$ cat src/include/capture_settings.svh
/* Widths, depths and control register bit positions
   shared by the capture path */
`ifndef CAPTURE_SETTINGS_SVH
`define CAPTURE_SETTINGS_SVH

// ------------------------------------------------------------
// Data path widths
// ------------------------------------------------------------
`define CHAN_WIDTH    96    // Live channel A, 8 packed samples
`define WORD_WIDTH    128   // Source and output word
`define SAMPLE_WIDTH  12

// History ring and post phase
`define RING_DEPTH    64
`define RING_AW       6     // log2 of RING_DEPTH
`define POST_LEN      64

`define TRIG_WIDTH    16    // Serialized external trigger

// ------------------------------------------------------------
// Control register bits
// ------------------------------------------------------------
`define CTRL_STREAM_BIT   1   // Counter stream mode
`define CTRL_PATTERN_BIT  2   // Fixed packed pattern
`define CTRL_EXTSRC_BIT   3   // Stream valid from external trigger

`endif

$ cat src/hw/capture_pkg.sv
/* Vector types and the capture state enum of the capture path */
`default_nettype none
`include "capture_settings.svh"

package capture_pkg;

   // ------------------------------------------------------------
   // Data words
   // ------------------------------------------------------------
   typedef logic [`CHAN_WIDTH-1:0] chan_word_t;   // Live channel A
   typedef logic [`WORD_WIDTH-1:0] word_t;        // Source and output

   // ------------------------------------------------------------
   // Ring addressing
   // ------------------------------------------------------------
   typedef logic [`RING_AW-1:0] ring_addr_t;

   // One extra bit so a full count of RING_DEPTH fits
   typedef logic [`RING_AW:0] phase_cnt_t;

   // ------------------------------------------------------------
   // Control and trigger
   // ------------------------------------------------------------
   typedef logic [31:0] ctrl_reg_t;
   typedef logic [`TRIG_WIDTH-1:0] trig_vec_t;   // Serialized, bit 0 oldest

   typedef logic [31:0] count32_t;   // Time and data counters

   // Capture sequence
   typedef enum logic [1:0] {
      FILL,      // Ring not yet full
      ARMED,     // Waiting for trigger
      READOUT,   // History out, oldest first
      POST       // Live words after the history
   } capture_state_t;

endpackage

`default_nettype wire

$ cat src/hw/trig_sync.sv
/* External trigger delay and rising edge detection, trigout
   synchronizers and the control register synchronizer */
`timescale 1ns/1ns
`default_nettype none
`include "capture_settings.svh"

module trig_sync import capture_pkg::*; (
   input  wire            clk_1_8,
   input  wire            rst_i,
   input  wire trig_vec_t ext_trig_vector_i,
   input  wire            trigout_i,
   input  wire            trigout_mcu_i,
   input  wire            trigout_oen_mcu_i,
   input  wire ctrl_reg_t ctrl_reg_i,
   output trig_vec_t      ext_trig_vector_o,
   output logic           ext_trig_o,
   output logic           stream_trig_o,
   output logic           trigout_o,
   output logic           trigout_mcu_o,
   output logic           trigout_oen_o,
   output ctrl_reg_t      ctrl_sync_o
);

   trig_vec_t vec_d1;
   trig_vec_t vec_d2;
   trig_vec_t rise_now;    // Rising bits of the current input
   trig_vec_t rise_det;
   logic      trigout_s1;
   logic      trigout_mcu_s1;
   logic      trigout_oen_s1;
   ctrl_reg_t ctrl_s1;
   ctrl_reg_t ctrl_s2;

   // ------------------------------------------------------------
   // External trigger vector
   // ------------------------------------------------------------
   always_ff @(posedge clk_1_8) begin
      vec_d1            <= ext_trig_vector_i;
      vec_d2            <= vec_d1;
      ext_trig_vector_o <= vec_d2;   // Three cycle copy
   end

   // Bit 0 looks back at the last bit of the previous cycle
   assign rise_now = ext_trig_vector_i &
                     ~{ext_trig_vector_i[`TRIG_WIDTH-2:0], vec_d1[`TRIG_WIDTH-1]};

   always_ff @(posedge clk_1_8) begin
      if (rst_i) begin
         rise_det   <= '0;
         ext_trig_o <= 1'b0;
      end else begin
         rise_det   <= rise_now;
         ext_trig_o <= |rise_det;
      end
   end

   // ------------------------------------------------------------
   // Trigout and control synchronizers
   // ------------------------------------------------------------
   always_ff @(posedge clk_1_8) begin
      trigout_s1     <= trigout_i;
      trigout_mcu_s1 <= trigout_mcu_i;
      trigout_oen_s1 <= trigout_oen_mcu_i;
      trigout_mcu_o  <= trigout_s1;       // Port back into the FPGA
      trigout_o      <= trigout_mcu_s1;
      trigout_oen_o  <= trigout_oen_s1;
      ctrl_s1        <= ctrl_reg_i;
      ctrl_s2        <= ctrl_s1;
      ctrl_sync_o    <= ctrl_s2;
   end

   assign stream_trig_o = trigout_mcu_s1;

   // Back to back pulses need a fresh edge two cycles earlier
   assert property (@(posedge clk_1_8) disable iff (rst_i)
      ext_trig_o && $past(ext_trig_o) |->
         $past(ext_trig_vector_i, 2) !=
         {$past(ext_trig_vector_i[`TRIG_WIDTH-2:0], 2),
          $past(ext_trig_vector_i[`TRIG_WIDTH-1], 3)})
      else $error("ext_trig held without a new rising edge");

endmodule

`default_nettype wire

$ cat config.mk
export PLATFORM = sky130hd
export DESIGN_NAME = trig_sync
export DESIGN_NICKNAME = d
export VERILOG_FILES = /design/src/hw/capture_pkg.sv /design/src/hw/trig_sync.sv
export VERILOG_INCLUDE_DIRS = /design/src /design/src/include
export SDC_FILE = /design/constraint.sdc
export NUM_CORES = 1
export LEC_CHECK = 0
export BUFFER_PORTS_ARGS = -buffer_cell sky130_fd_sc_hd__clkbuf_2
export CAP_MARGIN = 20
export CORE_MARGIN = 2
export CORE_UTILIZATION = 41
export DETAILED_ROUTE_END_ITERATION = 8
export PLACE_DENSITY = 0.77
export SLEW_MARGIN = 20
export SYNTH_ARGS = -nofsm -noshare
export SYNTH_HDL_FRONTEND = slang
export SYNTH_SLANG_ARGS = --single-unit
$ cat constraint.sdc
create_clock -name clk_1_8 -period 0.85 [get_ports clk_1_8]
set_input_delay 0.1275 -clock clk_1_8 [delete_from_list [all_inputs] [get_ports clk_1_8]]
set_output_delay 0.1275 -clock clk_1_8 [all_outputs]
set_load 0.02 [all_outputs]
==> flow_summary.toml <==
[status]
outcome = "complete, but fails checks"
failed_checks = "negative setup slack"

[worst_setup_path]
reg2reg_from = "rise_det[6]"
slowest_stage = "dfxtp_2"
start_kind = "flop"
path_class = "reg -> out"
crit_required_ns = 0.72
critPathMaxStageDelay_ns = 0.34
crit_path_end_kind = "output port"
cp.arrival_ns = 0.96
cp.depth = 1
r2r_setup_slack_ns = -0.02
timing.critical_path.cells = "buf_8"
r2r_end = "ext_trig_o"
cp_max_fo = 1
r2r_cells = 2
crit_end = "ext_trig_o"
startpoint = "ext_trig_o"
crit_family = "flip-flops"
crit_buf_inv = 1

[synth]
ys_warn_count = 0
ys_ff_latch = 167
syn_avg_cell_area_sq_um = 18.8
synth_area_leaders = "dfxtp_1 (94%), nor3b_2 (3.2%), nor3b_1 (1.5%)"
synth_nets = 243
syn_inst = 190
synth_top_area_frac = 0.937
yosysUniqueCellTypes = 7
synth_top_cell_by_area = "dfxtp_1"
synth_area_sq_um = 3570
synth.yosys.seq_area_share = 0.937

[detailed_routing]
remaining_drc_errors = 0
antenna_left = 0
wl_per_cell_microns = 14.0
wirelength_mm = 6.78
drt_first_pass_iters = 4
vias = 1955
viasPerCell = 4.04
drt_iter0_drc = 24

[cells_and_area]
antennaDiodeCount = 0
area_growth_pct = 66.8
instances_no_fill = 484
fin_nets = 417
fillers = 538
drive_gt1_frac = 0.540

[clocking]
clock_latency_ns = 0.50
cts.reportedPaths.clkPinSlew_ns = 0.06
cts_buffers = 17
cts_tree = "built"
clock_sinks = 167
cts-root-buf = "clkbuf_8"
clk_path_buf_depth = 2
cts.htree.levels = 4

[timing]
post-route-period-util = 1.28
final.min_clock_period_ns = 1.08
fin_setup_tns_ns = -11.88
hold_viol = 0
fmax_mhz = 922
worst_slack_ns = -0.235
max-slew-margin-rel = 0.710
rsz0062_at_grt = "yes"
setup_violations = 54
drv_slew = 0
worstMarginPinSlew_ns = 0.435
finalClockSkew_ns = 0.00643

[global_route]
grt_pass1_wl_mm = 10.3
grt_overflow_total = 0
grt.total_usage = 0.146
grt_max_degree = 18
antenna_found_initial = 0
grt_pass1_vias = 2101

[die]
core_sq_um = 8590
fp.dieW_microns = 97.3
die_h_microns = 97.3
start_util = 0.415
dieArea_sq_um = 9470
num_rows = 34
ios = 106

[power]
p_clk_frac = 0.448
p_int_mw = 13.6
p_per_area_nw_per_um2 = 2870
p_sw_mw = 3.51
switching_share = 0.205
power_frac_seq = 0.495
p_leak_nw = 2.58
ir_worst_vdd_v = 0.00118
p_comb_frac = 0.057

[job]
cap_violations = 0

[placed_design]
port_buffers = 105
place_inst = 401
gp_congestion = 0.762
place_ws_ns = -0.0623
hpwl_mm = 3.39

[hold_path]
holdCritPathClass = "in -> reg"
-- cells in the final DEF, fill, tap and decap left out, types with 3 or more instances in the layout --
master	netlist	final
nor3b_2	9	9
buf_8	1	52
bufinv_16	0	3
clkbuf_16	0	16
clkbuf_2	0	52
inv_6	0	3
nor3b_1	7	7
dfxtp_1	167	113
dlygate4sd3_1	0	51
clkbuf_8	0	4
dfxtp_2	0	54
-- logic make-up (layout without fill, tap and decap cells) --
| logic type | Yosys count | count (layout) | share of synthesized area |
|---|---|---|---|
| AND/OR/NAND/NOR | 20 | 20 | 0.0533 |
| flip-flops | 167 | 167 | 0.937 |
| AO/OA/AOI/OAI | 1 | 1 | 0.00245 |
| buffers and inverters | 2 | 188 | 0.00736 |
-- stage by stage --
stage	power (mW)	hold WS (ns)	instance area, sq um	utilization
4_1_cts	17.1	0.0693	5860	0.682
3_5_place_dp	9.03	0.231	4200	0.489
3_3_place_gp	9.01	0.230	4200	0.489
2_1_floorplan	8.73	0.155	3570	-
5_1_grt	17.6	0.0930	5950	0.693
6_report	17.1	0.0992	5950	0.693
-- cell usage after synthesis --
cell,instances
nor3b_1,7
nor4_1,4
nor3b_2,9
dfxtp_1,167
a41oi_1,1
buf_8,1
buf_6,1
-- what timing repair did --
item | in CTS | in global routing
buffers inserted | 0 | 1
hold buffers | 51 | 0
pin swaps | 1 | 2
setup endpoints to repair | 54 | 54
resized for setup | 153 | 62
hold endpoints to repair | 67 | 0
-- metal layers --
| metal | part of all wire | track usage | vias to the layer above |
|---|---|---|---|
| met2 | 0.56 | 0.265 | 74 |
| li1 | - | - | 956 |
| met1 | 0.37 | 0.142 | 915 |
| met5 | 0 | 0 | - |
| met4 | 0.018 | 0.0844 | 0 |
| met3 | 0.051 | 0.0532 | 10 |
-- registers in the layout (all words and copies together), names as in the netlist --
name,count
trigout_oen_s1,1
trigout_oen_o,1
ext_trig_o,1
ctrl_s1,32
vec_d2,16
stream_trig_o,1
trigout_o,1
rise_det,16
trigout_mcu_o,1
ext_trig_vector_o,16
ctrl_s2,32
ctrl_sync_o,32
trigout_s1,1
vec_d1,16
-- worst min path at each step --
stage,startpoint,end,slack (ns),cells past startpoint
finish,rst_i,rise_det[6],0.1,2
global route,rst_i,rise_det[5],0.09,2
CTS,rst_i,rise_det[9],0.07,2
detailed placement,ctrl_reg_i[27],ctrl_s1[27],0.23,1
global placement,ctrl_reg_i[30],ctrl_s1[30],0.23,1
floorplan,ctrl_reg_i[0],ctrl_s1[0],0.16,0
-- power by group through the flow --
| stage | combinational, mW | sequential [mW] | clock, mW |
|---|---|---|---|
| after floorplan | 0.0695 | 8.66 | 0 |
| after global placement | 0.509 | 8.50 | 0 |
| after detailed placement | 0.514 | 8.52 | 0 |
| after CTS | 0.900 | 8.39 | 7.80 |
| after global routing | 1.02 | 8.47 | 8.12 |
| final | 0.979 | 8.44 | 7.65 |
-- layout make-up --
class	count	area, sq um	share of cell area
multi-input cells	21	226	0.0380
well taps	108	135	0.0227
flip-flops and latches	167	3410	0.573
clock buffers	19	442	0.0742
clock inverters	12	165	0.0277
repair buffers	157	1570	0.264
No activity file was read; power rests on OpenSTA's default activity.
