===== src/include/capture_settings.svh =====
/* Widths, depths and control register bit positions
   shared by the capture path */
`ifndef CAPTURE_SETTINGS_SVH
`define CAPTURE_SETTINGS_SVH

// ------------------------------------------------------------
// Data path widths
// ------------------------------------------------------------
`define CHAN_WIDTH    96    // Live channel A, 8 packed samples
`define WORD_WIDTH    128   // Source and output word
`define SAMPLE_WIDTH  12

// History ring and post phase
`define RING_DEPTH    64
`define RING_AW       6     // log2 of RING_DEPTH
`define POST_LEN      64

`define TRIG_WIDTH    16    // Serialized external trigger

// ------------------------------------------------------------
// Control register bits
// ------------------------------------------------------------
`define CTRL_STREAM_BIT   1   // Counter stream mode
`define CTRL_PATTERN_BIT  2   // Fixed packed pattern
`define CTRL_EXTSRC_BIT   3   // Stream valid from external trigger

`endif


===== src/hw/capture_pkg.sv =====
/* Vector types and the capture state enum of the capture path */
`default_nettype none
`include "capture_settings.svh"

package capture_pkg;

   // ------------------------------------------------------------
   // Data words
   // ------------------------------------------------------------
   typedef logic [`CHAN_WIDTH-1:0] chan_word_t;   // Live channel A
   typedef logic [`WORD_WIDTH-1:0] word_t;        // Source and output

   // ------------------------------------------------------------
   // Ring addressing
   // ------------------------------------------------------------
   typedef logic [`RING_AW-1:0] ring_addr_t;

   // One extra bit so a full count of RING_DEPTH fits
   typedef logic [`RING_AW:0] phase_cnt_t;

   // ------------------------------------------------------------
   // Control and trigger
   // ------------------------------------------------------------
   typedef logic [31:0] ctrl_reg_t;
   typedef logic [`TRIG_WIDTH-1:0] trig_vec_t;   // Serialized, bit 0 oldest

   typedef logic [31:0] count32_t;   // Time and data counters

   // Capture sequence
   typedef enum logic [1:0] {
      FILL,      // Ring not yet full
      ARMED,     // Waiting for trigger
      READOUT,   // History out, oldest first
      POST       // Live words after the history
   } capture_state_t;

endpackage

`default_nettype wire


===== src/hw/ring_if.sv =====
/* Connection between the capture FSM, the ring counter
   and the history ring buffer */
`timescale 1ns/1ns
`default_nettype none

interface ring_if import capture_pkg::*; ();

   // From the FSM
   logic       wr_en;
   logic       rd_en;
   logic       clear;        // Restart counters for a new fill

   // From the counter
   ring_addr_t wr_addr;
   ring_addr_t rd_addr;
   logic       fill_full;
   logic       phase_done;   // Readout or post phase complete

   word_t      rd_word;      // One cycle after rd_en

   modport fsm (output wr_en, rd_en, clear,
                input  fill_full, phase_done, rd_word);

   modport counter (input  wr_en, rd_en, clear,
                    output wr_addr, rd_addr, fill_full, phase_done);

   modport buffer (input  wr_en, rd_en, wr_addr, rd_addr,
                   output rd_word);

endinterface

`default_nettype wire


===== src/hw/capture_fsm.sv =====
/* Capture state machine driving the ring enables,
   and the output register */
`timescale 1ns/1ns
`default_nettype none
`include "capture_settings.svh"

module capture_fsm import capture_pkg::*; (
   input  wire        clk_1_8,
   input  wire        rst_i,
   input  wire word_t src_word_i,
   input  wire        src_valid_i,
   input  wire        ext_trig_i,
   ring_if.fsm        ring,
   output word_t      data_o,
   output logic       data_valid_o
);

   capture_state_t state;
   capture_state_t state_nxt;
   logic           rd_en_d;     // rd_word valid this cycle
   logic           post_pass;   // Live word goes straight out

   // ------------------------------------------------------------
   // State register and next state
   // ------------------------------------------------------------
   always_ff @(posedge clk_1_8) begin
      if (rst_i)
         state <= FILL;
      else
         state <= state_nxt;
   end

   always_comb begin
      state_nxt = state;
      case (state)
         FILL:    if (ring.fill_full)  state_nxt = ARMED;
         ARMED:   if (ext_trig_i)      state_nxt = READOUT;   // Only here
         READOUT: if (ring.phase_done) state_nxt = POST;
         POST:    if (ring.phase_done) state_nxt = FILL;
         default: state_nxt = FILL;
      endcase
   end

   // Post words also land in the ring so the counter sees them
   assign ring.wr_en = src_valid_i &&
                       (state == FILL || state == ARMED ||
                        (state == POST && !ring.phase_done));
   assign ring.rd_en = (state == READOUT) && !ring.phase_done;
   assign ring.clear = (state == POST) && ring.phase_done;

   assign post_pass = (state == POST) && src_valid_i && !ring.phase_done;

   // ------------------------------------------------------------
   // Output register
   // ------------------------------------------------------------
   always_ff @(posedge clk_1_8) begin
      if (rd_en_d)
         data_o <= ring.rd_word;
      else if (post_pass)
         data_o <= src_word_i;
   end

   always_ff @(posedge clk_1_8) begin
      if (rst_i) begin
         rd_en_d      <= 1'b0;
         data_valid_o <= 1'b0;
      end else begin
         rd_en_d      <= ring.rd_en;
         data_valid_o <= rd_en_d || post_pass;
      end
   end

   // Nothing leaves the block before a trigger
   assert property (@(posedge clk_1_8) disable iff (rst_i)
      (state == FILL || state == ARMED) |-> !data_valid_o)
      else $error("Output valid while not capturing");

endmodule

`default_nettype wire


===== src/flat_wrapper.sv =====
// flat-port wrapper written by rule: the top's interface ports become plain ports
module capture_fsm_flat import capture_pkg::*;
  (clk_1_8, rst_i, src_word_i, src_valid_i, ext_trig_i, data_o, data_valid_o, ring_wr_en, ring_rd_en, ring_clear, ring_fill_full, ring_phase_done, ring_rd_word);
  ring_if ring_i ();
  input  wire clk_1_8;
  input  wire rst_i;
  input  wire word_t src_word_i;
  input  wire src_valid_i;
  input  wire ext_trig_i;
  output word_t data_o;
  output logic data_valid_o;
  output wire logic [$bits(ring_i.wr_en)-1:0] ring_wr_en;
  output wire logic [$bits(ring_i.rd_en)-1:0] ring_rd_en;
  output wire logic [$bits(ring_i.clear)-1:0] ring_clear;
  input wire logic [$bits(ring_i.fill_full)-1:0] ring_fill_full;
  input wire logic [$bits(ring_i.phase_done)-1:0] ring_phase_done;
  input wire logic [$bits(ring_i.rd_word)-1:0] ring_rd_word;
  assign ring_wr_en = ring_i.wr_en;
  assign ring_rd_en = ring_i.rd_en;
  assign ring_clear = ring_i.clear;
  assign ring_i.fill_full = ring_fill_full;
  assign ring_i.phase_done = ring_phase_done;
  assign ring_i.rd_word = ring_rd_word;
  capture_fsm u_core (.clk_1_8(clk_1_8), .rst_i(rst_i), .src_word_i(src_word_i), .src_valid_i(src_valid_i), .ext_trig_i(ext_trig_i), .ring(ring_i), .data_o(data_o), .data_valid_o(data_valid_o));
endmodule

===== config.mk =====
export PLATFORM = sky130hd
export DESIGN_NAME = capture_fsm_flat
export DESIGN_NICKNAME = d
export VERILOG_FILES = /design/src/hw/capture_pkg.sv /design/src/hw/ring_if.sv /design/src/hw/capture_fsm.sv /design/src/flat_wrapper.sv
export VERILOG_INCLUDE_DIRS = /design/src /design/src/include
export SDC_FILE = /design/constraint.sdc
export NUM_CORES = 1
export LEC_CHECK = 0
export BUFFER_PORTS_ARGS = -buffer_cell sky130_fd_sc_hd__buf_2
export CAP_MARGIN = 30
export CELL_PAD_IN_SITES_DETAIL_PLACEMENT = 0
export CELL_PAD_IN_SITES_GLOBAL_PLACEMENT = 1
export CORE_MARGIN = 10
export CORE_UTILIZATION = 32
export DETAILED_ROUTE_END_ITERATION = 6
export PLACE_DENSITY = 0.83
export SLEW_MARGIN = 5
export SYNTH_ARGS = -nofsm -noshare
export SYNTH_HDL_FRONTEND = slang
export SYNTH_SLANG_ARGS = --single-unit

===== constraint.sdc =====
create_clock -name clk_1_8 -period 4.7 [get_ports clk_1_8]
set_input_delay 0.94 -clock clk_1_8 [delete_from_list [all_inputs] [get_ports clk_1_8]]
set_output_delay 0.94 -clock clk_1_8 [all_outputs]
set_load 0.02 [all_outputs]

==> summary.json <==
{
  "count_of_unresolved_drc_violations_after_routing": {"value": 0},
  "synth_area_per_cell": {"value": 19.14, "unit": "sq um"},
  "final_net_count": {"value": 965},
  "cts_tree": {"value": "done"},
  "worst_hold_path_type": {"value": "reg -> reg"},
  "clock_tree.root_cell": {"value": "clkbuf_16"},
  "routed_wire_length_per_instance": {"value": 21.02, "unit": "um"},
  "core_area": {"value": 0.01736, "unit": "sq mm"},
  "firstDrtPassIters": {"value": 4},
  "cp.required": {"value": 3.76, "unit": "ns"},
  "synth_enable_flop_cells": {"value": 128},
  "power_frac_comb": {"value": 17.4, "unit": "%"},
  "width_of_the_die": {"value": 153.5, "unit": "um"},
  "yosysWarningCount": {"value": 0},
  "hpwl": {"value": 15.88, "unit": "mm"},
  "outcome": {"value": "completed"},
  "buffer_ports.inserted": {"value": 393},
  "minimum_clock_period_after_layout": {"value": 2.512, "unit": "ns"},
  "tightestPinTransition": {"value": 0.8797, "unit": "ns"},
  "area_growth_syn_to_layout": {"value": 48.82, "unit": "%"},
  "drive_above_1_share": {"value": 78.17, "unit": "%"},
  "grt_usage": {"value": 15.81, "unit": "%"},
  "grt.overflow.total": {"value": 0},
  "max_freq": {"value": 0.3980, "unit": "GHz"},
  "timing.critical_path.buf_inv": {"value": 2},
  "max_slew_margin": {"value": 41.35, "unit": "%"},
  "postRouteAntennaNets": {"value": 0},
  "clock-skew-final": {"value": 0.01305, "unit": "ns"},
  "peakVddDrop": {"value": 219.4, "unit": "uV"},
  "postSynth.asyncResetShare": {"value": 0, "unit": "%"},
  "clock_sink_count": {"value": 132},
  "critical_path.startpoint_type": {"value": "register"},
  "fin_cells": {"value": 939},
  "rows": {"value": 48},
  "critPathLaunch": {"value": "u_core.state[0]"},
  "synth_seq_area_share": {"value": 68.80, "unit": "%"},
  "timing.critical_path.depth": {"value": 4},
  "post-place-cells": {"value": 904},
  "cts_repair_resizes": {"value": 0},
  "power_switching": {"value": 878.8, "unit": "uW"},
  "timing.setup.critical_path_class": {"value": "reg -> out"},
  "final.setup.tns": {"value": 0, "unit": "ns"},
  "finalSetupViolCount": {"value": 0},
  "clock_tree.buffer_depth": {"value": 2},
  "drt_iter0_markers": {"value": 162},
  "flip_flop_and_latch_count_after_synthesis": {"value": 132},
  "timing.final.crit_share": {"value": 53.46, "unit": "%"},
  "power.static_leakage": {"value": 3.615, "unit": "nW"},
  "synthCells": {"value": 298},
  "cp_max_fo": {"value": 4},
  "hold_viol_final": {"value": 0},
  "netSwitchingFraction": {"value": 24.87, "unit": "%"},
  "synthFlopType": {"value": "edfxtp_1"},
  "clk_pin_slew_worst_paths": {"value": 0.06, "unit": "ns"},
  "critPathCapture": {"value": "ring_wr_en"},
  "slowest_delay": {"value": 0.38, "unit": "ns"},
  "r2r-start": {"value": "u_core.rd_en_d"},
  "vias_in_the_first_global_route": {"value": 4862},
  "ctsHoldBuffers": {"value": 0},
  "grt_first_pass_wirelength": {"value": 28.62, "unit": "mm"},
  "clk-insertion-delay-late": {"value": 0.41, "unit": "ns"},
  "netlist_top_cells_area": {"value": "edfxtp_1, mux2_2, buf_6, dfxtp_1, ha_1"},
  "post_cts.repair.setup_buffers": {"value": 0},
  "clock_power_share": {"value": 40.6, "unit": "%"},
  "wl": {"value": 19.74, "unit": "mm"},
  "worst_path_cell_chain": {"value": "inv_1, ha_1, o31a_1, buf_2"},
  "seqPwrFrac": {"value": 42.0, "unit": "%"},
  "synthDistinctLibCells": {"value": 18},
  "timing.max_cap.violations": {"value": 0},
  "place_congestion": {"value": 0.8802},
  "power-per-cell-area": {"value": 416.4, "unit": "mW/mm^2"},
  "cp_data_arrival_time": {"value": 1.57, "unit": "ns"},
  "cpMaxStageDelayCell": {"value": "dfxtp_1"},
  "cts_max_level": {"value": 4},
  "number_of_top_level_pins": {"value": 394},
  "internal_reg_to_reg_setup_slack": {"value": 2.26, "unit": "ns"},
  "fp.dieArea": {"value": 0.02356, "unit": "sq mm"},
  "synth.cell_area": {"value": 0.005703, "unit": "sq mm"},
  "syn-num-nets": {"value": 565},
  "synth.top_cells.by_count": {"value": "edfxtp_1, mux2_2, buf_6, ha_1"},
  "rsz0062_at_grt": {"value": "no"},
  "vias_per_cell": {"value": 4.480},
  "antenna_found_initial": {"value": 4},
  "worstReg2RegEnd": {"value": "u_core.data_o[118]"},
  "length_in_cells_of_the_worst_reg_to_reg_path": {"value": 2},
  "grt_max_degree": {"value": 70},
  "routed-via-count": {"value": 4207},
  "slew_violations": {"value": 0},
  "netlist.top_cell.by_area": {"value": "edfxtp_1"},
  "start_util": {"value": 32.86, "unit": "%"},
  "cpLargestDelayFamily": {"value": "flip-flops"},
  "design_internal_power": {"value": 2.655, "unit": "mW"},
  "synth_top_area_share": {"value": 67.40, "unit": "%"},
  "endpoint_kind": {"value": "output pin"},
  "tritoncts.num_buffers": {"value": 17},
  "die_height": {"value": 153.5, "unit": "um"}
}
-- worst min-delay path: stages (launching register included) --
cell	delay, ns
dfxtp_1	0.34
nand2b_1	0.08
mux2i_1	0.06
-- per-stage QoR --
stage                     util [%]  hold WS [ns]  setup WS [ns]  cell area (sq um)  power, mW
after CTS                    48.84        0.5365          2.175               8477      3.583
final                        48.90        0.5377          2.188               8487      3.534
after floorplan                  -        0.4840         0.4964               5703      1.890
after global placement       45.16        0.4976          1.974               7839      2.102
after global routing         48.90        0.5722          2.122               8487      3.680
after detailed placement     45.16        0.5190          1.929               7839      2.129
-- layout make-up --
| cell class | instances | area, sq um |
|---|---|---|
| Antenna cell | 4 | 10.01 |
| Clock buffer | 18 | 429.2 |
| Clock inverter | 13 | 209.0 |
| Fill cell | 1566 | 8870 |
| Inverter | 2 | 7.507 |
| Multi-Input combinational cell | 150 | 1628 |
| Sequential cell | 132 | 3928 |
| Tap cell | 225 | 281.5 |
| Timing Repair Buffer | 395 | 1994 |
-- worst min-delay path by stage --
stage / start / to / slack [ns] / cells past startpoint
after floorplan: u_core.state[1] / u_core.state[1] / 0.48 / 2
after global placement: u_core.state[1] / u_core.state[1] / 0.50 / 2
after detailed placement: u_core.state[1] / u_core.state[1] / 0.52 / 2
after CTS: u_core.state[1] / u_core.state[1] / 0.54 / 2
after global routing: u_core.state[1] / u_core.state[1] / 0.57 / 2
final: u_core.state[1] / u_core.state[1] / 0.54 / 2
-- layout by cell type (no fill, tap or decap), types with 2 or more instances in the layout --
master / instances
buf_2: 393
bufinv_16: 5
clkbuf_16: 17
clkinv_2: 3
clkinv_4: 5
dfxtp_1: 3
diode_2: 4
edfxtp_1: 128
ha_1: 5
inv_1: 2
mux2_2: 128
nand2b_1: 4
nor2b_1: 4
-- cell families after synthesis --
group                      after synthesis  share of synthesized area [%]
AOI/OAI and AO/OA                        5                         0.7242
DFF                                    132                          68.80
and+or+nand+nor                         11                          1.141
buffers and inverters                   16                          2.786
muxes                                  129                          25.45
adders and majority gates                5                          1.097
-- per-layer routing --
metal	GRT usage (%)	wire (um)	vias to the layer above
li1	-	-	1972
met1	15.79	7096	1972
met2	28.20	10410	235
met3	6.555	1774	28
met4	6.883	464	0
met5	0	0	-
-- registers in the layout (all words and copies together) (netlist names) --
register / flops
u_core.data_o: 128
u_core.data_valid_o: 1
u_core.rd_en_d: 1
u_core.state: 2
-- power groups by stage --
| stage | logic [mW] | clock network (mW) | registers (mW) |
|---|---|---|---|
| 6_report | 0.614 | 1.44 | 1.48 |
| 5_1_grt | 0.661 | 1.52 | 1.50 |
| 4_1_cts | 0.625 | 1.47 | 1.49 |
| 3_5_place_dp | 0.620 | 0 | 1.51 |
| 3_3_place_gp | 0.598 | 0 | 1.50 |
| 2_1_floorplan | 0.282 | 0 | 1.61 |
Power figures use the tool's default switching activity.
