`src/include/capture_settings.svh`:
```
/* Widths, depths and control register bit positions
   shared by the capture path */
`ifndef CAPTURE_SETTINGS_SVH
`define CAPTURE_SETTINGS_SVH

// ------------------------------------------------------------
// Data path widths
// ------------------------------------------------------------
`define CHAN_WIDTH    96    // Live channel A, 8 packed samples
`define WORD_WIDTH    128   // Source and output word
`define SAMPLE_WIDTH  12

// History ring and post phase
`define RING_DEPTH    64
`define RING_AW       6     // log2 of RING_DEPTH
`define POST_LEN      64

`define TRIG_WIDTH    16    // Serialized external trigger

// ------------------------------------------------------------
// Control register bits
// ------------------------------------------------------------
`define CTRL_STREAM_BIT   1   // Counter stream mode
`define CTRL_PATTERN_BIT  2   // Fixed packed pattern
`define CTRL_EXTSRC_BIT   3   // Stream valid from external trigger

`endif

```
`src/hw/capture_pkg.sv`:
```
/* Vector types and the capture state enum of the capture path */
`default_nettype none
`include "capture_settings.svh"

package capture_pkg;

   // ------------------------------------------------------------
   // Data words
   // ------------------------------------------------------------
   typedef logic [`CHAN_WIDTH-1:0] chan_word_t;   // Live channel A
   typedef logic [`WORD_WIDTH-1:0] word_t;        // Source and output

   // ------------------------------------------------------------
   // Ring addressing
   // ------------------------------------------------------------
   typedef logic [`RING_AW-1:0] ring_addr_t;

   // One extra bit so a full count of RING_DEPTH fits
   typedef logic [`RING_AW:0] phase_cnt_t;

   // ------------------------------------------------------------
   // Control and trigger
   // ------------------------------------------------------------
   typedef logic [31:0] ctrl_reg_t;
   typedef logic [`TRIG_WIDTH-1:0] trig_vec_t;   // Serialized, bit 0 oldest

   typedef logic [31:0] count32_t;   // Time and data counters

   // Capture sequence
   typedef enum logic [1:0] {
      FILL,      // Ring not yet full
      ARMED,     // Waiting for trigger
      READOUT,   // History out, oldest first
      POST       // Live words after the history
   } capture_state_t;

endpackage

`default_nettype wire

```
`src/hw/ring_if.sv`:
```
/* Connection between the capture FSM, the ring counter
   and the history ring buffer */
`timescale 1ns/1ns
`default_nettype none

interface ring_if import capture_pkg::*; ();

   // From the FSM
   logic       wr_en;
   logic       rd_en;
   logic       clear;        // Restart counters for a new fill

   // From the counter
   ring_addr_t wr_addr;
   ring_addr_t rd_addr;
   logic       fill_full;
   logic       phase_done;   // Readout or post phase complete

   word_t      rd_word;      // One cycle after rd_en

   modport fsm (output wr_en, rd_en, clear,
                input  fill_full, phase_done, rd_word);

   modport counter (input  wr_en, rd_en, clear,
                    output wr_addr, rd_addr, fill_full, phase_done);

   modport buffer (input  wr_en, rd_en, wr_addr, rd_addr,
                   output rd_word);

endinterface

`default_nettype wire

```
`src/hw/ring_counter.sv`:
```
/* Write and read pointers, fill count and phase count
   of the history ring */
`timescale 1ns/1ns
`default_nettype none
`include "capture_settings.svh"

module ring_counter import capture_pkg::*; (
   input  wire clk_1_8,
   input  wire rst_i,
   ring_if.counter ring
);

   ring_addr_t wr_ptr;
   ring_addr_t rd_ptr;
   phase_cnt_t fill_cnt;
   phase_cnt_t phase_cnt;
   logic       post_phase;   // Readout done, counting post words

   // ------------------------------------------------------------
   // Pointers and counts
   // ------------------------------------------------------------
   always_ff @(posedge clk_1_8) begin
      if (rst_i || ring.clear) begin
         wr_ptr     <= '0;
         rd_ptr     <= '0;
         fill_cnt   <= '0;
         phase_cnt  <= '0;
         post_phase <= 1'b0;
      end else begin
         if (ring.wr_en) wr_ptr <= wr_ptr + 1'b1;

         // Outside readout the read pointer shadows the oldest entry
         if (ring.rd_en)
            rd_ptr <= rd_ptr + 1'b1;
         else if (ring.wr_en)
            rd_ptr <= wr_ptr + 1'b1;

         if (ring.wr_en && !ring.fill_full) fill_cnt <= fill_cnt + 1'b1;

         if (ring.phase_done) begin
            phase_cnt  <= '0;
            post_phase <= 1'b1;
         end else if (ring.rd_en || (post_phase && ring.wr_en)) begin
            phase_cnt  <= phase_cnt + 1'b1;
         end
      end
   end

   assign ring.wr_addr    = wr_ptr;
   assign ring.rd_addr    = rd_ptr;
   assign ring.fill_full  = (fill_cnt == phase_cnt_t'(`RING_DEPTH));
   assign ring.phase_done = post_phase ? (phase_cnt == phase_cnt_t'(`POST_LEN))
                                       : (phase_cnt == phase_cnt_t'(`RING_DEPTH));

   // Single port ring, the FSM must never overlap the two
   assert property (@(posedge clk_1_8) disable iff (rst_i)
      !(ring.rd_en && ring.wr_en))
      else $error("Ring read and write in the same cycle");

endmodule

`default_nettype wire

```
`src/flat_wrapper.sv`:
```
// flat-port wrapper written by rule: the top's interface ports become plain ports
module ring_counter_flat import capture_pkg::*;
  (clk_1_8, rst_i, ring_wr_en, ring_rd_en, ring_clear, ring_wr_addr, ring_rd_addr, ring_fill_full, ring_phase_done);
  ring_if ring_i ();
  input  wire clk_1_8;
  input  wire rst_i;
  input wire logic [$bits(ring_i.wr_en)-1:0] ring_wr_en;
  input wire logic [$bits(ring_i.rd_en)-1:0] ring_rd_en;
  input wire logic [$bits(ring_i.clear)-1:0] ring_clear;
  output wire logic [$bits(ring_i.wr_addr)-1:0] ring_wr_addr;
  output wire logic [$bits(ring_i.rd_addr)-1:0] ring_rd_addr;
  output wire logic [$bits(ring_i.fill_full)-1:0] ring_fill_full;
  output wire logic [$bits(ring_i.phase_done)-1:0] ring_phase_done;
  assign ring_i.wr_en = ring_wr_en;
  assign ring_i.rd_en = ring_rd_en;
  assign ring_i.clear = ring_clear;
  assign ring_wr_addr = ring_i.wr_addr;
  assign ring_rd_addr = ring_i.rd_addr;
  assign ring_fill_full = ring_i.fill_full;
  assign ring_phase_done = ring_i.phase_done;
  ring_counter u_core (.clk_1_8(clk_1_8), .rst_i(rst_i), .ring(ring_i));
endmodule
```
`config.mk`:
```
export PLATFORM = sky130hd
export DESIGN_NAME = ring_counter_flat
export DESIGN_NICKNAME = d
export VERILOG_FILES = /design/src/hw/capture_pkg.sv /design/src/hw/ring_if.sv /design/src/hw/ring_counter.sv /design/src/flat_wrapper.sv
export VERILOG_INCLUDE_DIRS = /design/src /design/src/include
export SDC_FILE = /design/constraint.sdc
export NUM_CORES = 1
export LEC_CHECK = 0
export BUFFER_PORTS_ARGS = -buffer_cell sky130_fd_sc_hd__buf_2
export CORE_AREA = 2 2 52 54
export CTS_CLUSTER_DIAMETER = 50
export DETAILED_ROUTE_END_ITERATION = 12
export DIE_AREA = 0 0 54 56
export GPL_ROUTABILITY_DRIVEN = 0
export PLACE_DENSITY = 0.75
export SLEW_MARGIN = 25
export SYNTH_ARGS = -nofsm -noshare
export SYNTH_HDL_FRONTEND = slang
export SYNTH_SLANG_ARGS = --single-unit
```
`constraint.sdc`:
```
create_clock -name clk_1_8 -period 1.77 [get_ports clk_1_8]
set_clock_uncertainty 0.1 [all_clocks]
set_input_delay 0.2655 -clock clk_1_8 [delete_from_list [all_inputs] [get_ports clk_1_8]]
set_output_delay 0.2655 -clock clk_1_8 [all_outputs]
set_load 0.02 [all_outputs]
```
==> results.toml, run 1 <==
[status]
outcome = "complete, but fails checks"
violations = "setup timing"

[yosys]
synth_warnings = 0
syn_avg_cell_area_um2 = 8.40
synth_edf_count = 0
yosysUniqueCellTypes = 34
synth_cells = 155
synthArstFlopShare_pct = 0
synth_top_area_cell = "dfxtp_1"
synth_top_area_share_pct = 41.5
synth_common_cells = "dfxtp_1 (27), nor2_1 (24), nand2_1 (13), inv_1 (9)"
synth-seq-cells = 27
ys.flop_type = "dfxtp_1"
synth.net_count = 166
ys_top_cells_by_area = "dfxtp_1 (42%), nor2_1 (6.9%), ha_1 (5.8%)"
yosysMostFrequentCell = "dfxtp_1"
yosysSeqAreaShare_pct = 41.5
syn-cell-area_mm2 = 0.00130

[place]
place_inst = 200
dpl.hpwl_mm = 1.94
dpl_cell_area_mm2 = 0.00142
io_buffers = 18

[cts]
cts_buffers = 3
cts_tree = "yes"
cts_root_buf = "clkbuf_4"
cts.path.max_buffers = 2
clk_latency_ns = 0.32
cts_max_level = 1
cts.clk_slew.worst_paths_ns = 0.14
cts.sinks = 27

[power_and_ir_drop]
intPower_w = 0.000739
total_power_w = 0.000970
seq_power_share_pct = 64.2
ir_worst_vdd_mv = 0.327
netSwitchingFraction_pct = 23.8
pwr-share-clk_pct = 26.8
comb_power_share_pct = 9.0
p_sw_w = 0.000231
powerDensity_mw_per_mm2 = 622
leakagePower_nw = 0.614

[die]
dieArea_mm2 = 0.00302
core_mm2 = 0.00243
num_rows = 18
ios = 19
initial_core_util_pct = 53.5
die-width_um = 54
die_h_um = 56

[sta]
clock.fmax_mhz = 562
slew_viol_final = 0
rsz0062_at_grt = "true"
tightestPinTransition_ns = 0.395
setup_viol = 1
finalCritPeriodShare_pct = 100
slew_headroom_pct = 73.7
finalWorstPathRequiredPeriod_ns = 1.78
fin_ws_ns = -0.00861
hold_violations = 0

[critical_path]
crit_path_end_kind = "primary output"
r2r-start = "u_core.fill_cnt[1]$_SDFFE_PP0P_"
critical_path_class = "reg2out"
worst-path-max-fanout = 4
arrival_ns = 1.41
r2r_end = "u_core.fill_cnt[0]$_SDFFE_PP0P_"
crit_required_ns = 1.40
r2r_cells = 8
startpoint_type = "register"
ff2ff_setup_slack_ns = 0.06

[final_layout]
finalNetCount = 192
fillers = 220
finalNonFillerCells = 210
stdcell_area_mm2 = 0.00156
multi_input_area_um2 = 762
seqCellArea_um2 = 549
diodes = 0
area_delta_synth_final_pct = 19.9
drive_above_1_share_pct = 24.4

[route]
routed_wl_mm = 2.78
dr.pass1.iters = 4
first_iter_violations = 21
ant_nets = 0
wl_per_cell_um = 13.2
vias_per_cell = 5.46
drc = 0
vias = 1146

[flow_run]
drv_cap = 0

[worst_hold_path]
hold_path_startpoint = "rst_i"
hold_end = "u_core.ring.rd_addr[1]$_SDFFE_PP0P_"
min_path_cells = 4
hold_class = "in2reg"

[global_routing]
antenna_found_initial = 0
track_usage_pct = 19.4
grt_first_pass_wirelength_mm = 4.45
grt_max_degree = 21
grt_pass1_vias = 1070
grt-ovfl-total = 0
## how the worst max path moves through the flow
stage | to | startpoint | slack, ns
finish | ring_fill_full | u_core.fill_cnt[1]$_SDFFE_PP0P_ | -0.009
global route | ring_fill_full | u_core.fill_cnt[1]$_SDFFE_PP0P_ | -0.11
CTS | ring_fill_full | u_core.fill_cnt[0]$_SDFFE_PP0P_ | -0.006
detailed placement | u_core.fill_cnt[1]$_SDFFE_PP0P_ | u_core.fill_cnt[0]$_SDFFE_PP0P_ | 0.07
global placement | ring_fill_full | u_core.fill_cnt[0]$_SDFFE_PP0P_ | 0.16
floorplan | ring_fill_full | u_core.fill_cnt[0]$_SDFFE_PP0P_ | 0.24
## sequential cells by signal (all words and copies together), names as in the netlist
register and flops:
u_core.fill_cnt 7, u_core.ring.wr_addr 6, u_core.phase_cnt 7, u_core.ring.rd_addr 6, u_core.post_phase 1
## logic make-up after synthesis
group                      Yosys count  synth area share [%]
and+or+nand+nor                     65                  23.8
DFF                                 27                  41.5
AOI/OAI and AO/OA                   25                  11.8
xor gates and xnor gates            16                  10.8
buffers and inverters               13                  3.94
adders and majority gates            6                  5.77
muxes                                3                  2.40
## through the flow
| step | setup slack [ns] | hold slack (ns) | setup TNS, ns | utilization [%] |
|---|---|---|---|---|
| after floorplan | 0.242 | 0.341 | 0 | - |
| after global placement | 0.156 | 0.357 | 0 | 58.3 |
| after detailed placement | 0.0675 | 0.377 | 0 | 58.3 |
| after CTS | -0.00570 | 0.140 | -0.00570 | 61.1 |
| after global routing | -0.105 | 0.159 | -0.105 | 64.1 |
| final | -0.00861 | 0.158 | -0.00861 | 64.1 |
## area by class of cell
| cell class | count | area share (%) |
|---|---|---|
| tap | 30 | 2.41 |
| sequential | 27 | 35.2 |
| clock buffer | 4 | 1.68 |
| timing repair buffer | 25 | 9.70 |
| inverter | 9 | 2.17 |
| multi-input combinational | 115 | 48.8 |
## routing by layer
metal	share of wire [%]	vias up	GRT usage (%)
met2	50	18	33.3
met5	0	-	0
met1	45	535	24.2
li1	-	589	-
met4	1.4	0	6.43
met3	3.0	4	2.42
## worst max-delay path, cell delays in order, from the launching register on
cell and delay [ns]:
dfxtp_2 0.37, inv_2 0.07, ha_4 0.11, nor4b_4 0.21, and3_4 0.23, buf_6 0.11
## layout by cell type (no fill, tap or decap), drive strengths merged, types with 2 or more instances in the layout
master   n
nand4    6
or3      3
nor2    24
o21ai    6
nand3    8
and3     2
clkbuf   4
xor2     8
xnor2    8
nand2   13
a21oi    7
a31oi    5
dfxtp   27
ha       6
mux2i    2
buf     25
inv      9
## timing repair
action	CTS	global route
hold buffers	0	0
endpoints found under the setup margin	2	2
resized for setup	7	13
buffers inserted	2	4
pin swaps	2	3
## power groups by stage
stage / clock network [W] / registers [W] / logic (W)
after CTS: 0.000276 / 0.000624 / 0.0000803
final: 0.000260 / 0.000623 / 0.0000870
after floorplan: 0 / 0.000640 / 0.0000458
after global placement: 0 / 0.000636 / 0.0000706
after global routing: 0.000298 / 0.000625 / 0.0000970
after detailed placement: 0 / 0.000637 / 0.0000736
(Power assumes the default switching activity.)
==> run 2, diff against run 1 <==
==> constraint.sdc (replaced) <==
create_clock -name clk_1_8 -period 1.77 [get_ports clk_1_8]
set_clock_uncertainty 0.1 [all_clocks]
set_input_delay 0.354 -clock clk_1_8 [delete_from_list [all_inputs] [get_ports clk_1_8]]
set_output_delay 0.354 -clock clk_1_8 [all_outputs]
set_load 0.02 [all_outputs]
==> results.toml, run 2 (synthesis gave the netlist of run 1 again) <==
[route]
vias = 1164
routed_wl_mm = 2.77
dr.pass1.iters = 6
ant_nets = 0
drc = 0
wl_per_cell_um = 13.0
vias_per_cell = 5.49
first_iter_violations = 25

[final_layout]
largest_registers = "u_core.fill_cnt: 7 flops, u_core.phase_cnt: 7 flops"
fillers = 223
finalNetCount = 194
diodes = 0
seqCellArea_um2 = 546
multi_input_area_um2 = 752
final_cell_mix = "nor2_1 (24), dfxtp_1 (23), buf_2 (16), nand2_1 (13), buf_4 (10)"
area_delta_synth_final_pct = 20.0
finish.utilization_pct = 64.2
layout_commonest_cell = "nor2_1"
drive_above_1_share_pct = 23.1
finalNonFillerCells = 212

[worst_hold_path]
hold_class = "in2reg"

[die]
core_mm2 = 0.00243
initial_core_util_pct = 53.5
die_h_um = 56
dieArea_mm2 = 0.00302
num_rows = 18
ios = 19
die-width_um = 54

[critical_path]
crit_required_ns = 1.32
cpPeakStageDelay_ns = 0.35
cp.buffers_inverters = 2
cp_slowest_cell = "dfxtp_2"
crit_path_end_kind = "primary output"
arrival_ns = 1.37
ff2ff_setup_slack_ns = 0.15
startpoint_type = "register"
path_delay_family = "simple AND/OR/NAND/NOR gates"
worst-path-max-fanout = 2
cp_cell_sequence = "inv_2 -> ha_4 -> nor4b_4 -> and3_1 -> buf_6"
critical_path_class = "reg2out"

[sta]
slew_headroom_pct = 73.1
setup_viol = 2
finalWorstPathRequiredPeriod_ns = 1.83
slew_viol_final = 0
tightestPinTransition_ns = 0.404
finalCritPeriodShare_pct = 103
fin_ws_ns = -0.0570
fin_setup_tns_ns = -0.0755
hold_violations = 0
rsz0062_at_grt = "true"
clock.fmax_mhz = 547

[place]
io_buffers = 18
dpl.hpwl_mm = 1.94
place_inst = 202

[power_and_ir_drop]
total_power_w = 0.000984
powerDensity_mw_per_mm2 = 630
ir_worst_vdd_mv = 0.421
leakagePower_nw = 0.625

[status]
outcome = "complete, but fails checks"
violations = "setup timing"

[global_routing]
antenna_found_initial = 0
grt_first_pass_wirelength_mm = 4.40
grt_pass1_vias = 1030
grt-ovfl-total = 0
track_usage_pct = 19.1
grt_max_degree = 21

[cts]
cts_root_buf = "clkbuf_4"
cts_tree = "yes"
cts.clk_slew.worst_paths_ns = 0.14
cts_buffers = 3
clk_latency_ns = 0.32
cts.sinks = 27
cts_max_level = 1
cts.path.max_buffers = 2

[flow_run]
drv_cap = 0
-- run 2: path summary, 6_finish.rpt --
| kind | start | endpoint | cells after the start |
|---|---|---|---|
| worst min register to register | u_core.post_phase$_SDFFE_PP0P_ | u_core.post_phase$_SDFFE_PP0P_ | 2 |
| worst min-delay path | rst_i | u_core.ring.rd_addr[1]$_SDFFE_PP0P_ | 4 |
| worst max-delay path | u_core.fill_cnt[1]$_SDFFE_PP0P_ | ring_fill_full | 5 |
| worst max register to register | u_core.fill_cnt[1]$_SDFFE_PP0P_ | u_core.fill_cnt[1]$_SDFFE_PP0P_ | 8 |
-- run 2: where the power goes --
group	switching (W)	leakage (nW)	internal, W	total, W
Clock	0.000182	0.0150	0.0000881	0.000270
Sequential	0.00000890	0.220	0.000615	0.000624
Combinational	0.0000498	0.390	0.0000395	0.0000892
Total	0.000241	0.625	0.000743	0.000984
-- run 2: metrics by stage --
stage,hold WS [ns],worst slack (ns),instance area [µm²]
finish,0.232,-0.0570,1560
detailed placement,0.367,0.0628,1430
floorplan,0.341,0.153,1300
global placement,0.355,0.188,1430
global route,0.261,-0.119,1560
CTS,0.225,-0.0645,1540
-- run 2: cell type report --
cell class,instances,share of cell area (%)
repair buffers,27,10.7
well taps,30,2.40
inverters,9,2.16
clock buffers,4,1.68
flip-flops and latches,27,34.9
multi-input cells,115,48.2
-- run 2: timing repair --
| action | 4_1_cts | 5_1_grt |
|---|---|---|
| hold buffers | 0 | 0 |
| setup endpoints to repair | 2 | 2 |
| gates resized for setup | 13 | 2 |
| pin swaps | 3 | 2 |
| setup buffers | 4 | 2 |
-- run 2: worst min-delay path, stage by stage --
cell,delay (ns)
buf_2,0.08
nor2_1,0.07
o21ai_0,0.08
a31oi_1,0.04
-- run 2: layer usage --
| metal | vias to the layer above | track usage, % | part of all wire (%) |
|---|---|---|---|
| li1 | 593 | - | - |
| met1 | 556 | 24.4 | 47 |
| met2 | 13 | 31.9 | 50 |
| met3 | 2 | 2.42 | 2.6 |
| met4 | 0 | 6.79 | 0.65 |
| met5 | - | 0 | 0 |
