## config.mk

```make
export PLATFORM = sky130hd
export DESIGN_NAME = source_mux
export DESIGN_NICKNAME = d
export VERILOG_FILES = /design/src/hw/capture_pkg.sv /design/src/hw/source_mux.sv
export VERILOG_INCLUDE_DIRS = /design/src /design/src/include
export SDC_FILE = /design/constraint.sdc
export NUM_CORES = 1
export LEC_CHECK = 0
export BUFFER_PORTS_ARGS = -buffer_cell sky130_fd_sc_hd__buf_4
export CAP_MARGIN = 20
export CORE_AREA = 3 3 90 156
export DETAILED_ROUTE_END_ITERATION = 16
export DIE_AREA = 0 0 93 159
export PLACE_DENSITY = 0.79
export SKIP_LAST_GASP = 1
export SLEW_MARGIN = 20
export SYNTH_ARGS = -nofsm -noshare
export SYNTH_HDL_FRONTEND = slang
export SYNTH_SLANG_ARGS = --single-unit
```

## constraint.sdc

```tcl
create_clock -name clk_1_8 -period 2.15 [get_ports clk_1_8]
set_clock_uncertainty 0.05 [all_clocks]
set_input_delay 0.1075 -clock clk_1_8 [delete_from_list [all_inputs] [get_ports clk_1_8]]
set_output_delay 0.1075 -clock clk_1_8 [all_outputs]
set_load 0.02 [all_outputs]
```

## src/include/capture_settings.svh

```systemverilog
/* Widths, depths and control register bit positions
   shared by the capture path */
`ifndef CAPTURE_SETTINGS_SVH
`define CAPTURE_SETTINGS_SVH

// ------------------------------------------------------------
// Data path widths
// ------------------------------------------------------------
`define CHAN_WIDTH    96    // Live channel A, 8 packed samples
`define WORD_WIDTH    128   // Source and output word
`define SAMPLE_WIDTH  12

// History ring and post phase
`define RING_DEPTH    64
`define RING_AW       6     // log2 of RING_DEPTH
`define POST_LEN      64

`define TRIG_WIDTH    16    // Serialized external trigger

// ------------------------------------------------------------
// Control register bits
// ------------------------------------------------------------
`define CTRL_STREAM_BIT   1   // Counter stream mode
`define CTRL_PATTERN_BIT  2   // Fixed packed pattern
`define CTRL_EXTSRC_BIT   3   // Stream valid from external trigger

`endif

```

## src/hw/capture_pkg.sv

```systemverilog
/* Vector types and the capture state enum of the capture path */
`default_nettype none
`include "capture_settings.svh"

package capture_pkg;

   // ------------------------------------------------------------
   // Data words
   // ------------------------------------------------------------
   typedef logic [`CHAN_WIDTH-1:0] chan_word_t;   // Live channel A
   typedef logic [`WORD_WIDTH-1:0] word_t;        // Source and output

   // ------------------------------------------------------------
   // Ring addressing
   // ------------------------------------------------------------
   typedef logic [`RING_AW-1:0] ring_addr_t;

   // One extra bit so a full count of RING_DEPTH fits
   typedef logic [`RING_AW:0] phase_cnt_t;

   // ------------------------------------------------------------
   // Control and trigger
   // ------------------------------------------------------------
   typedef logic [31:0] ctrl_reg_t;
   typedef logic [`TRIG_WIDTH-1:0] trig_vec_t;   // Serialized, bit 0 oldest

   typedef logic [31:0] count32_t;   // Time and data counters

   // Capture sequence
   typedef enum logic [1:0] {
      FILL,      // Ring not yet full
      ARMED,     // Waiting for trigger
      READOUT,   // History out, oldest first
      POST       // Live words after the history
   } capture_state_t;

endpackage

`default_nettype wire

```

## src/hw/source_mux.sv

```systemverilog
/* Source mode select with time and data counters,
   registered source word and valid */
`timescale 1ns/1ns
`default_nettype none
`include "capture_settings.svh"

module source_mux import capture_pkg::*; (
   input  wire             clk_1_8,
   input  wire             rst_i,
   input  wire ctrl_reg_t  ctrl_i,
   input  wire chan_word_t data_a_i,
   input  wire             data_valid_i,
   input  wire             ext_trig_i,
   input  wire             stream_trig_i,
   output word_t           src_word_o,
   output logic            src_valid_o
);

   localparam int NUM_SAMPLES = `CHAN_WIDTH / `SAMPLE_WIDTH;

   count32_t timecount;
   count32_t datacount;
   logic     stream_mode;
   logic     pattern_mode;
   logic     stream_valid;
   word_t    stream_word;
   word_t    pattern_word;

   assign stream_mode  = ctrl_i[`CTRL_STREAM_BIT];
   assign pattern_mode = ctrl_i[`CTRL_PATTERN_BIT];
   assign stream_valid = ctrl_i[`CTRL_EXTSRC_BIT] ? ext_trig_i : stream_trig_i;

   // 16-bit fields, constants on top and counters below
   assign stream_word = {16'h0007, 16'h0006, 16'h0005, 16'h0004,
                         timecount[31:16], timecount[15:0],
                         datacount[31:16], datacount[15:0]};

   // Sample k holds the value k
   always_comb begin
      pattern_word = '0;
      for (int k = 0; k < NUM_SAMPLES; k++) begin
         pattern_word[k*`SAMPLE_WIDTH +: `SAMPLE_WIDTH] = `SAMPLE_WIDTH'(k);
      end
   end

   // ------------------------------------------------------------
   // Registered source, stream first
   // ------------------------------------------------------------
   always_ff @(posedge clk_1_8) begin
      if (stream_mode)
         src_word_o <= stream_word;
      else if (pattern_mode)
         src_word_o <= pattern_word;
      else
         src_word_o <= word_t'(data_a_i);   // Zero extended live word
   end

   always_ff @(posedge clk_1_8) begin
      if (rst_i) begin
         src_valid_o <= 1'b0;
         timecount   <= '0;
         datacount   <= '0;
      end else begin
         if (stream_mode)
            src_valid_o <= stream_valid;
         else if (pattern_mode)
            src_valid_o <= 1'b1;
         else
            src_valid_o <= data_valid_i;

         if (data_valid_i) timecount <= timecount + 1'b1;

         if (!stream_mode)
            datacount <= '0;                 // Held outside stream mode
         else if (stream_valid)
            datacount <= datacount + 1'b1;
      end
   end

endmodule

`default_nettype wire

```

==> metrics.md, run 1 <==
| Metric | Value |
|---|---|
| Outcome | finished, final reports clean |
| Post-CTS clock slew at the launch and capture registers of the worst setup and hold paths | 0.06 ns |
| Final Setup Violations | 0 |
| Number of cells traversed by the worst register-to-register path | 5 |
| Endpoint arrival time on the critical path | 2.34 ns |
| Layout filler cell count | 883 |
| Number of port buffers | 205 |
| Layout cell share with drive strength beyond 1 | 28.5% |
| Final Hold Slack | 0.0317 ns |
| Post-placement worst setup slack | 0.0760 ns |
| First DRT Iteration DRCs | 222 |
| # DRC | 0 |
| Register-to-register setup slack | 0.10 ns |
| Total of max-cap violations | 0 |
| Met2 usage in global routing | 47.6% |
| Start point of the critical path | timecount[1]$_SDFFE_PP0P_ |
| Number of global-route vias before repair | 6031 |
| Period minus WS final | 2.05 ns |
| Routed via count | 6012 |
| CTS tree | yes |
| Detailed Routing Iterations Pass 1 | 5 |
| Final weighted congestion of routability-driven global placement | 0.851 |
| Crit path capture | timecount[24]$_SDFFE_PP0P_ |
| Clock Tree Buf Depth | 2 |
| Worst flop-to-flop path endpoint | timecount[24]$_SDFFE_PP0P_ |
| Pin count of the biggest net entering global routing | 53 |
| Synthesized area per cell | 9.79 um^2 |
| Element type at the critical path end | register |
| Gate Count Post-Synth | 629 |
| Max-slew violations | 0 |
| Netlist area before placement | 6160 um^2 |
| Area growth from synthesis to final layout | 52.6% |
| Post-route setup TNS | 0 ns |
| Hold/Removal Path Class | in -> reg |
| Final-report hold violation count | 0 |
| Global-route track usage on met3 | 4.35% |
| Number of sinks driven by the clock tree | 162 |
| Clock latency of the later-clocked register in the worst-skew pair | 0.42 ns |
| Area of combinational cells with multiple inputs | 2640 um^2 |
| Worst slew slack as a fraction of its limit | 64.7% |
| Area inside the core boundary | 12900 um^2 |
| Overall routed net length | 18500 um |
| Number of buffers created by CTS | 17 |
| Final net count | 1065 |
| Detailed Place HPWL | 12200 um |
| Sequential cell area in the final layout | 3240 um^2 |
| Smallest setup slack after layout | 0.101 ns |
| Share of the clock period used by the worst path | 95.3% |
| Height of the die | 159 um |
| Total die area | 14800 um^2 |
| Type of the setup path with the least slack | reg -> reg |
| First-pass GRT wire length | 29300 um |
| Leakage power summed over all cells | 3.92 nW |
| Total routing resource utilization after global routing | 24.7% |
| Root Buffer | clkbuf_16 |
| Reg-to-Reg Start | timecount[1]$_SDFFE_PP0P_ |
| Least-Margin Pin Slew | 0.528 ns |
| Residual overflow from global routing | 0 |
| Maximum operating frequency | 488 MHz |
| Met1 track demand over resource in global routing | 25.0% |
| H-tree levels | 4 |
| Initial Util | 47.6% |
| Top-level I/O count | 262 |
| VDD IR-drop max | 0.551 mV |
| Syn. warnings | 0 |
| Std-Cell Rows | 55 |
| Sort of element at the start of the critical path | register |
| RSZ-0062 raised after global routing | false |
| Pwr Total | 6.99 mW |
| Register bit count reported by yosys | 162 |
| Number of nets with antenna violations after detailed routing | 0 |
| Req. time, crit path | 2.45 ns |
| Ratio of total power to cell area | 744 nW/um^2 |
| CP Max Fanout | 8 |
| Global routing's busiest layer | met2 |
| Number of distinct library cells after synthesis | 37 |
| Die X | 93 um |
| Sequential area share after synthesis | 52.7% |
| Antenna violations before repair | 3 |
| Detail-routed via count per cell | 5.39 |
| Wire length per cell | 16.6 um |
-- state kept, by name (all words and copies together) (netlist names) --
| register | cells |
|---|---|
| src_word_o | 97 |
| timecount | 32 |
| src_valid_o | 1 |
| datacount | 32 |
-- worst min path at each step --
stage                                      end  cells after the start          from
finish                  src_word_o[37]$_DFF_P_                      2     ctrl_i[1]
global placement     src_word_o[80]$_SDFF_PP1_                      2  data_a_i[80]
floorplan           src_word_o[113]$_SDFF_PP1_                      0     ctrl_i[1]
global route         src_word_o[73]$_SDFF_PP0_                      3     ctrl_i[2]
detailed placement   src_word_o[75]$_SDFF_PP0_                      2  data_a_i[75]
CTS                 timecount[12]$_SDFFE_PP0P_                      2         rst_i
-- synthesized netlist by cell type, drive strengths merged --
cell type | number | area share (%)
dfxtp | 162 | 53
a22o | 57 | 8.1
nor2 | 42 | 2.6
buf | 38 | 4.3
a21oi | 37 | 3.0
nand2 | 36 | 2.2
clkbuf | 30 | 1.8
or4 | 28 | 3.5
and2 | 25 | 2.5
nand3 | 25 | 2.1
o31ai | 25 | 3.0
nand4 | 19 | 2.0
o21ai | 18 | 1.5
or3 | 12 | 1.2
xnor2 | 11 | 1.6
xor2 | 11 | 1.6
and3 | 10 | 1.0
nor4 | 10 | 1.0
and4 | 7 | 1.0
mux2i | 5 | 0.81
nand2b | 4 | 0.41
a21o | 3 | 0.37
inv | 3 | 0.18
ha | 2 | 0.41
mux2 | 2 | 0.37
nor2b | 2 | 0.20
nor3 | 2 | 0.16
a211oi | 1 | 0.12
conb | 1 | 0.061
nor3b | 1 | 0.12
-- layer usage --
| metal | routed length [um] | vias to the layer above |
|---|---|---|
| li1 | - | 2835 |
| met1 | 6490 | 2856 |
| met2 | 10500 | 268 |
| met3 | 973 | 53 |
| met4 | 562 | 0 |
| met5 | 0 | - |
-- power by group --
part / switching, mW / internal, mW
logic: 0.380 / 0.408
clock network: 1.24 / 1.84
registers: 0.0334 / 3.09
-- metrics by stage --
stage               std cells  utilization, %  instance area, um^2
floorplan                 655               -                 6250
global placement          985            60.3                 7800
detailed placement        985            60.3                 7800
CTS                      1113            72.5                 9380
global route             1116            72.6                 9390
finish                   1116            72.6                 9390
-- cells in the final DEF, fill, tap and decap left out, types with 18 or more instances in the layout --
cell,count
buf_4,227
dfxtp_1,162
dlygate4sd3_1,97
a22o_1,56
nor2_1,41
a21oi_1,37
nand2_1,36
conb_1,27
or4_1,26
o31ai_1,25
and2_1,25
nand3_1,24
o21ai_0,18
nand4_1,18
-- worst max-delay path: stages (launching register included) --
cell and delay [ns]:
dfxtp_1 0.40, ha_1 0.22, nand3_1 0.15, or4_4 0.59, or4_1 0.41, a21oi_1 0.16
-- logic make-up (layout without fill, tap and decap cells) --
family	count (synthesis)	in the layout	synth area share (%)
AOI/OAI and AO/OA	141	141	16.1
xor gates and xnor gates	22	22	3.13
adders and majority gates	2	2	0.406
buffers and inverters	71	358	6.34
DFF	162	162	52.7
muxes	7	7	1.18
other	1	30	0.0609
and+or+nand+nor	223	223	20.1
-- final cells by class --
cell class                      instances  area share, %
Timing Repair Buffer                  324           28.5
Sequential cell                       162           34.5
Antenna cell                            3         0.0799
Tap cell                              171           2.28
Inverter                                3          0.120
Clock buffer                           17           4.53
Multi-Input combinational cell        422           28.1
Clock inverter                         14           1.92
-- timing repair --
action                                 CTS  global route
setup buffers                            0             0
setup endpoints to repair                0             9
hold buffers                            97             0
resized for setup                        0             2
endpoints found under the hold margin   97             0
Note: power is estimated with default switching activity, not from simulation.
==> inputs of run 2 (changes only) <==
--- a/config.mk
+++ b/config.mk
@@ -8,10 +8,11 @@
 export LEC_CHECK = 0
 export BUFFER_PORTS_ARGS = -buffer_cell sky130_fd_sc_hd__buf_4
 export CAP_MARGIN = 20
-export CORE_AREA = 3 3 90 156
+export CORE_AREA = 2 2 89 155
 export DETAILED_ROUTE_END_ITERATION = 16
-export DIE_AREA = 0 0 93 159
+export DIE_AREA = 0 0 91 157
 export PLACE_DENSITY = 0.79
+export RECOVER_POWER = 100
 export SKIP_LAST_GASP = 1
 export SLEW_MARGIN = 20
 export SYNTH_ARGS = -nofsm -noshare
==> metrics.md, run 2 (synthesis gave the netlist of run 1 again) <==
| Metric | Value |
|---|---|
| Outcome | finished, final reports clean |
| Layout filler cell count | 1045 (+18%) |
| Post-CTS clock slew at the launch and capture registers of the worst setup and hold paths | 0.07 ns (about the same) |
| Smallest setup slack after layout | 0.100 ns (-0.000756 ns) |
| Most flop-heavy register | src_word_o |
| VDD IR-drop max | 0.525 mV (-4.8%) |
| Total die area | 14300 um^2 (-3.4%) |
| Amount of wire on met3 after detailed routing | 1020 um (+5.1%) |
| H-tree levels | 4 (unchanged) |
| Detail-routed via count per cell | 5.38 (about the same) |
| CTS tree | yes |
| Total routing resource utilization after global routing | 25.8% (+1.1 points) |
| Final net count | 1064 (-0.094%) |
| Registers with the most flip-flops | src_word_o (97), datacount (32), timecount (32) |
| Hold/Removal Path Class | in -> reg |
| Met2 wirelength from detailed routing | 10800 um (+2.9%) |
| Overall routed net length | 19000 um (+2.7%) |
| Antenna violations before repair | 0 (-3) |
| Maximum operating frequency | 488 MHz (about the same) |
| Total of max-cap violations | 0 (unchanged) |
| Pin count of the biggest net entering global routing | 51 (-3.8%) |
| Detailed Place HPWL | 12100 um (-0.93%) |
| Wire length per cell | 17.1 um (+3.0%) |
| Max-slew violations | 0 (unchanged) |
| Highest layer used for signal routing | met4 |
| Post-route setup TNS | 0 ns (unchanged) |
| Clock latency of the later-clocked register in the worst-skew pair | 0.41 ns (about the same) |
| Number of sinks driven by the clock tree | 162 (unchanged) |
| Post-placement worst setup slack | 0.0843 ns (+0.00829 ns) |
| Leakage power summed over all cells | 3.51 nW (-10%) |
| Period minus WS final | 2.05 ns (+0.000756 ns) |
| RSZ-0062 raised after global routing | false |
| Routed via count | 5990 (-0.37%) |
| # DRC | 0 (unchanged) |
| Largest register FFs | 97 (unchanged) |
| Crit-path cells | ha_1 -> and3_1 -> buf_4 -> nand3_1 -> or4_1 -> a21oi_1 |
| Commonest non-fill, non-tap cell in the layout | dfxtp_1 |
| First-pass GRT wire length | 29400 um (+0.33%) |
| Final Setup Violations | 0 (unchanged) |
| Area inside the core boundary | 12900 um^2 (unchanged) |
| Root Buffer | clkbuf_16 |
| Clock Tree Buf Depth | 2 (unchanged) |
| Area growth from synthesis to final layout | 46.1% |
| Element type at the critical path end | register |
| Ant. Diodes | 0 (-3) |
| Layout cell share with drive strength beyond 1 | 17.0% (-11 points) |
| Req. time, crit path | 2.43 ns (-0.02 ns) |
| Share of the clock period used by the worst path | 95.3% (about the same) |
| Final-report hold violation count | 0 (unchanged) |
| Number of nets with antenna violations after detailed routing | 0 (unchanged) |
| Height of the die | 157 um (-1.3%) |
| Detailed Routing Iterations Pass 1 | 4 (-1) |
| Ratio of total power to cell area | 790 nW/um^2 (+6.3%) |
| CP Max Fanout | 5 (-3) |
| First DRT Iteration DRCs | 256 (+15%) |
| Register-to-register setup slack | 0.10 ns (about the same) |
| Die X | 91 um (-2.2%) |
| Wire length on met1 | 6630 um (+2.0%) |
| Number of global-route vias before repair | 6063 (+0.53%) |
| Endpoint arrival time on the critical path | 2.32 ns (-0.02 ns) |
| Number of port buffers | 205 (unchanged) |
| Final weighted congestion of routability-driven global placement | 0.809 (-5.0%) |
| Slowest library cell on the worst path | or4_1 |
| Type of the setup path with the least slack | reg -> reg |
| Initial Util | 47.6% (unchanged) |
| Top-level I/O count | 262 (unchanged) |
| Residual overflow from global routing | 0 (unchanged) |
| Sort of element at the start of the critical path | register |
| Least-Margin Pin Slew | 1.06 ns (+0.531 ns) |
| Longest individual stage delay on the worst path | 0.54 ns (-0.05 ns) |
| Worst slew slack as a fraction of its limit | 29.4% (-35 points) |
| Most frequent cells in the layout | dfxtp_1, buf_4, clkbuf_1, dlygate4sd3_1, a22o_1 |
| Number of buffers created by CTS | 17 (unchanged) |
| Std-Cell Rows | 55 (unchanged) |
==> run 2: changes by cell type in the layout (fill, tap and decap cells not counted), sizes merged <==
cell / change
buf: -113
inv: +3
clkinvlp: -4
clkbuf: +112
diode: -3
bufinv: +1
clkinv: +1
==> run 2: area by class of cell <==
cell class                      instances  area (um^2)  share of cell area (%)
Inverter                                3         11.3                   0.125
Multi-Input combinational cell        422         2630                    29.2
Clock inverter                         15          219                    2.43
Sequential cell                       162         3240                    36.1
Tap cell                              171          214                    2.38
Timing Repair Buffer                  323         2250                    25.0
Clock buffer                           17          425                    4.73
==> run 2: what timing repair did <==
item,CTS,global route
endpoints found under the hold margin,98,0
resized for setup,0,3
hold buffers,97,0
setup endpoints to repair,0,13
buffers inserted,0,0
==> run 2: worst max-delay path, delay by kind of cell, from the launching register on <==
family | cells | cell delay (ns)
DFF | 1 | 0.44
buffers and inverters | 1 | 0.15
and+or+nand+nor | 3 | 0.92
adders and majority gates | 1 | 0.23
AOI/OAI and AO/OA | 1 | 0.17
==> run 2: worst paths after layout <==
check,endpoint,startpoint,cells after the start
hold / removal,timecount[12]$_SDFFE_PP0P_,rst_i,2
hold reg to reg,datacount[31]$_SDFFE_PP0P_,datacount[31]$_SDFFE_PP0P_,2
setup reg to reg,datacount[14]$_SDFFE_PP0P_,datacount[0]$_SDFFE_PP0P_,6
setup / recovery,datacount[14]$_SDFFE_PP0P_,datacount[0]$_SDFFE_PP0P_,6
==> run 2: layer usage <==
layer	vias up	global-route usage [%]
met4	0	12.6
li1	2841	-
met3	48	4.40
met5	-	0
met1	2843	25.1
met2	258	51.2
==> run 2: report_power, final <==
| part | switching (mW) | leakage, nW | internal (mW) |
|---|---|---|---|
| logic | 0.386 | 1.87 | 0.332 |
| clock network | 1.29 | 0.315 | 1.99 |
| registers | 0.0303 | 1.32 | 3.09 |
==> run 2: stage by stage <==
stage / utilization [%] / instances / hold WS [ns] / area [um^2] / power, mW
2_1_floorplan: - / 655 / 0.0852 / 6250 / 3.53
3_3_place_gp: 60.2 / 984 / 0.257 / 7790 / 3.80
3_5_place_dp: 60.2 / 984 / 0.262 / 7790 / 3.82
4_1_cts: 72.7 / 1113 / 0.0267 / 9410 / 7.21
5_1_grt: 69.5 / 1113 / 0.0542 / 9000 / 7.33
6_report: 69.5 / 1113 / 0.0465 / 9000 / 7.11
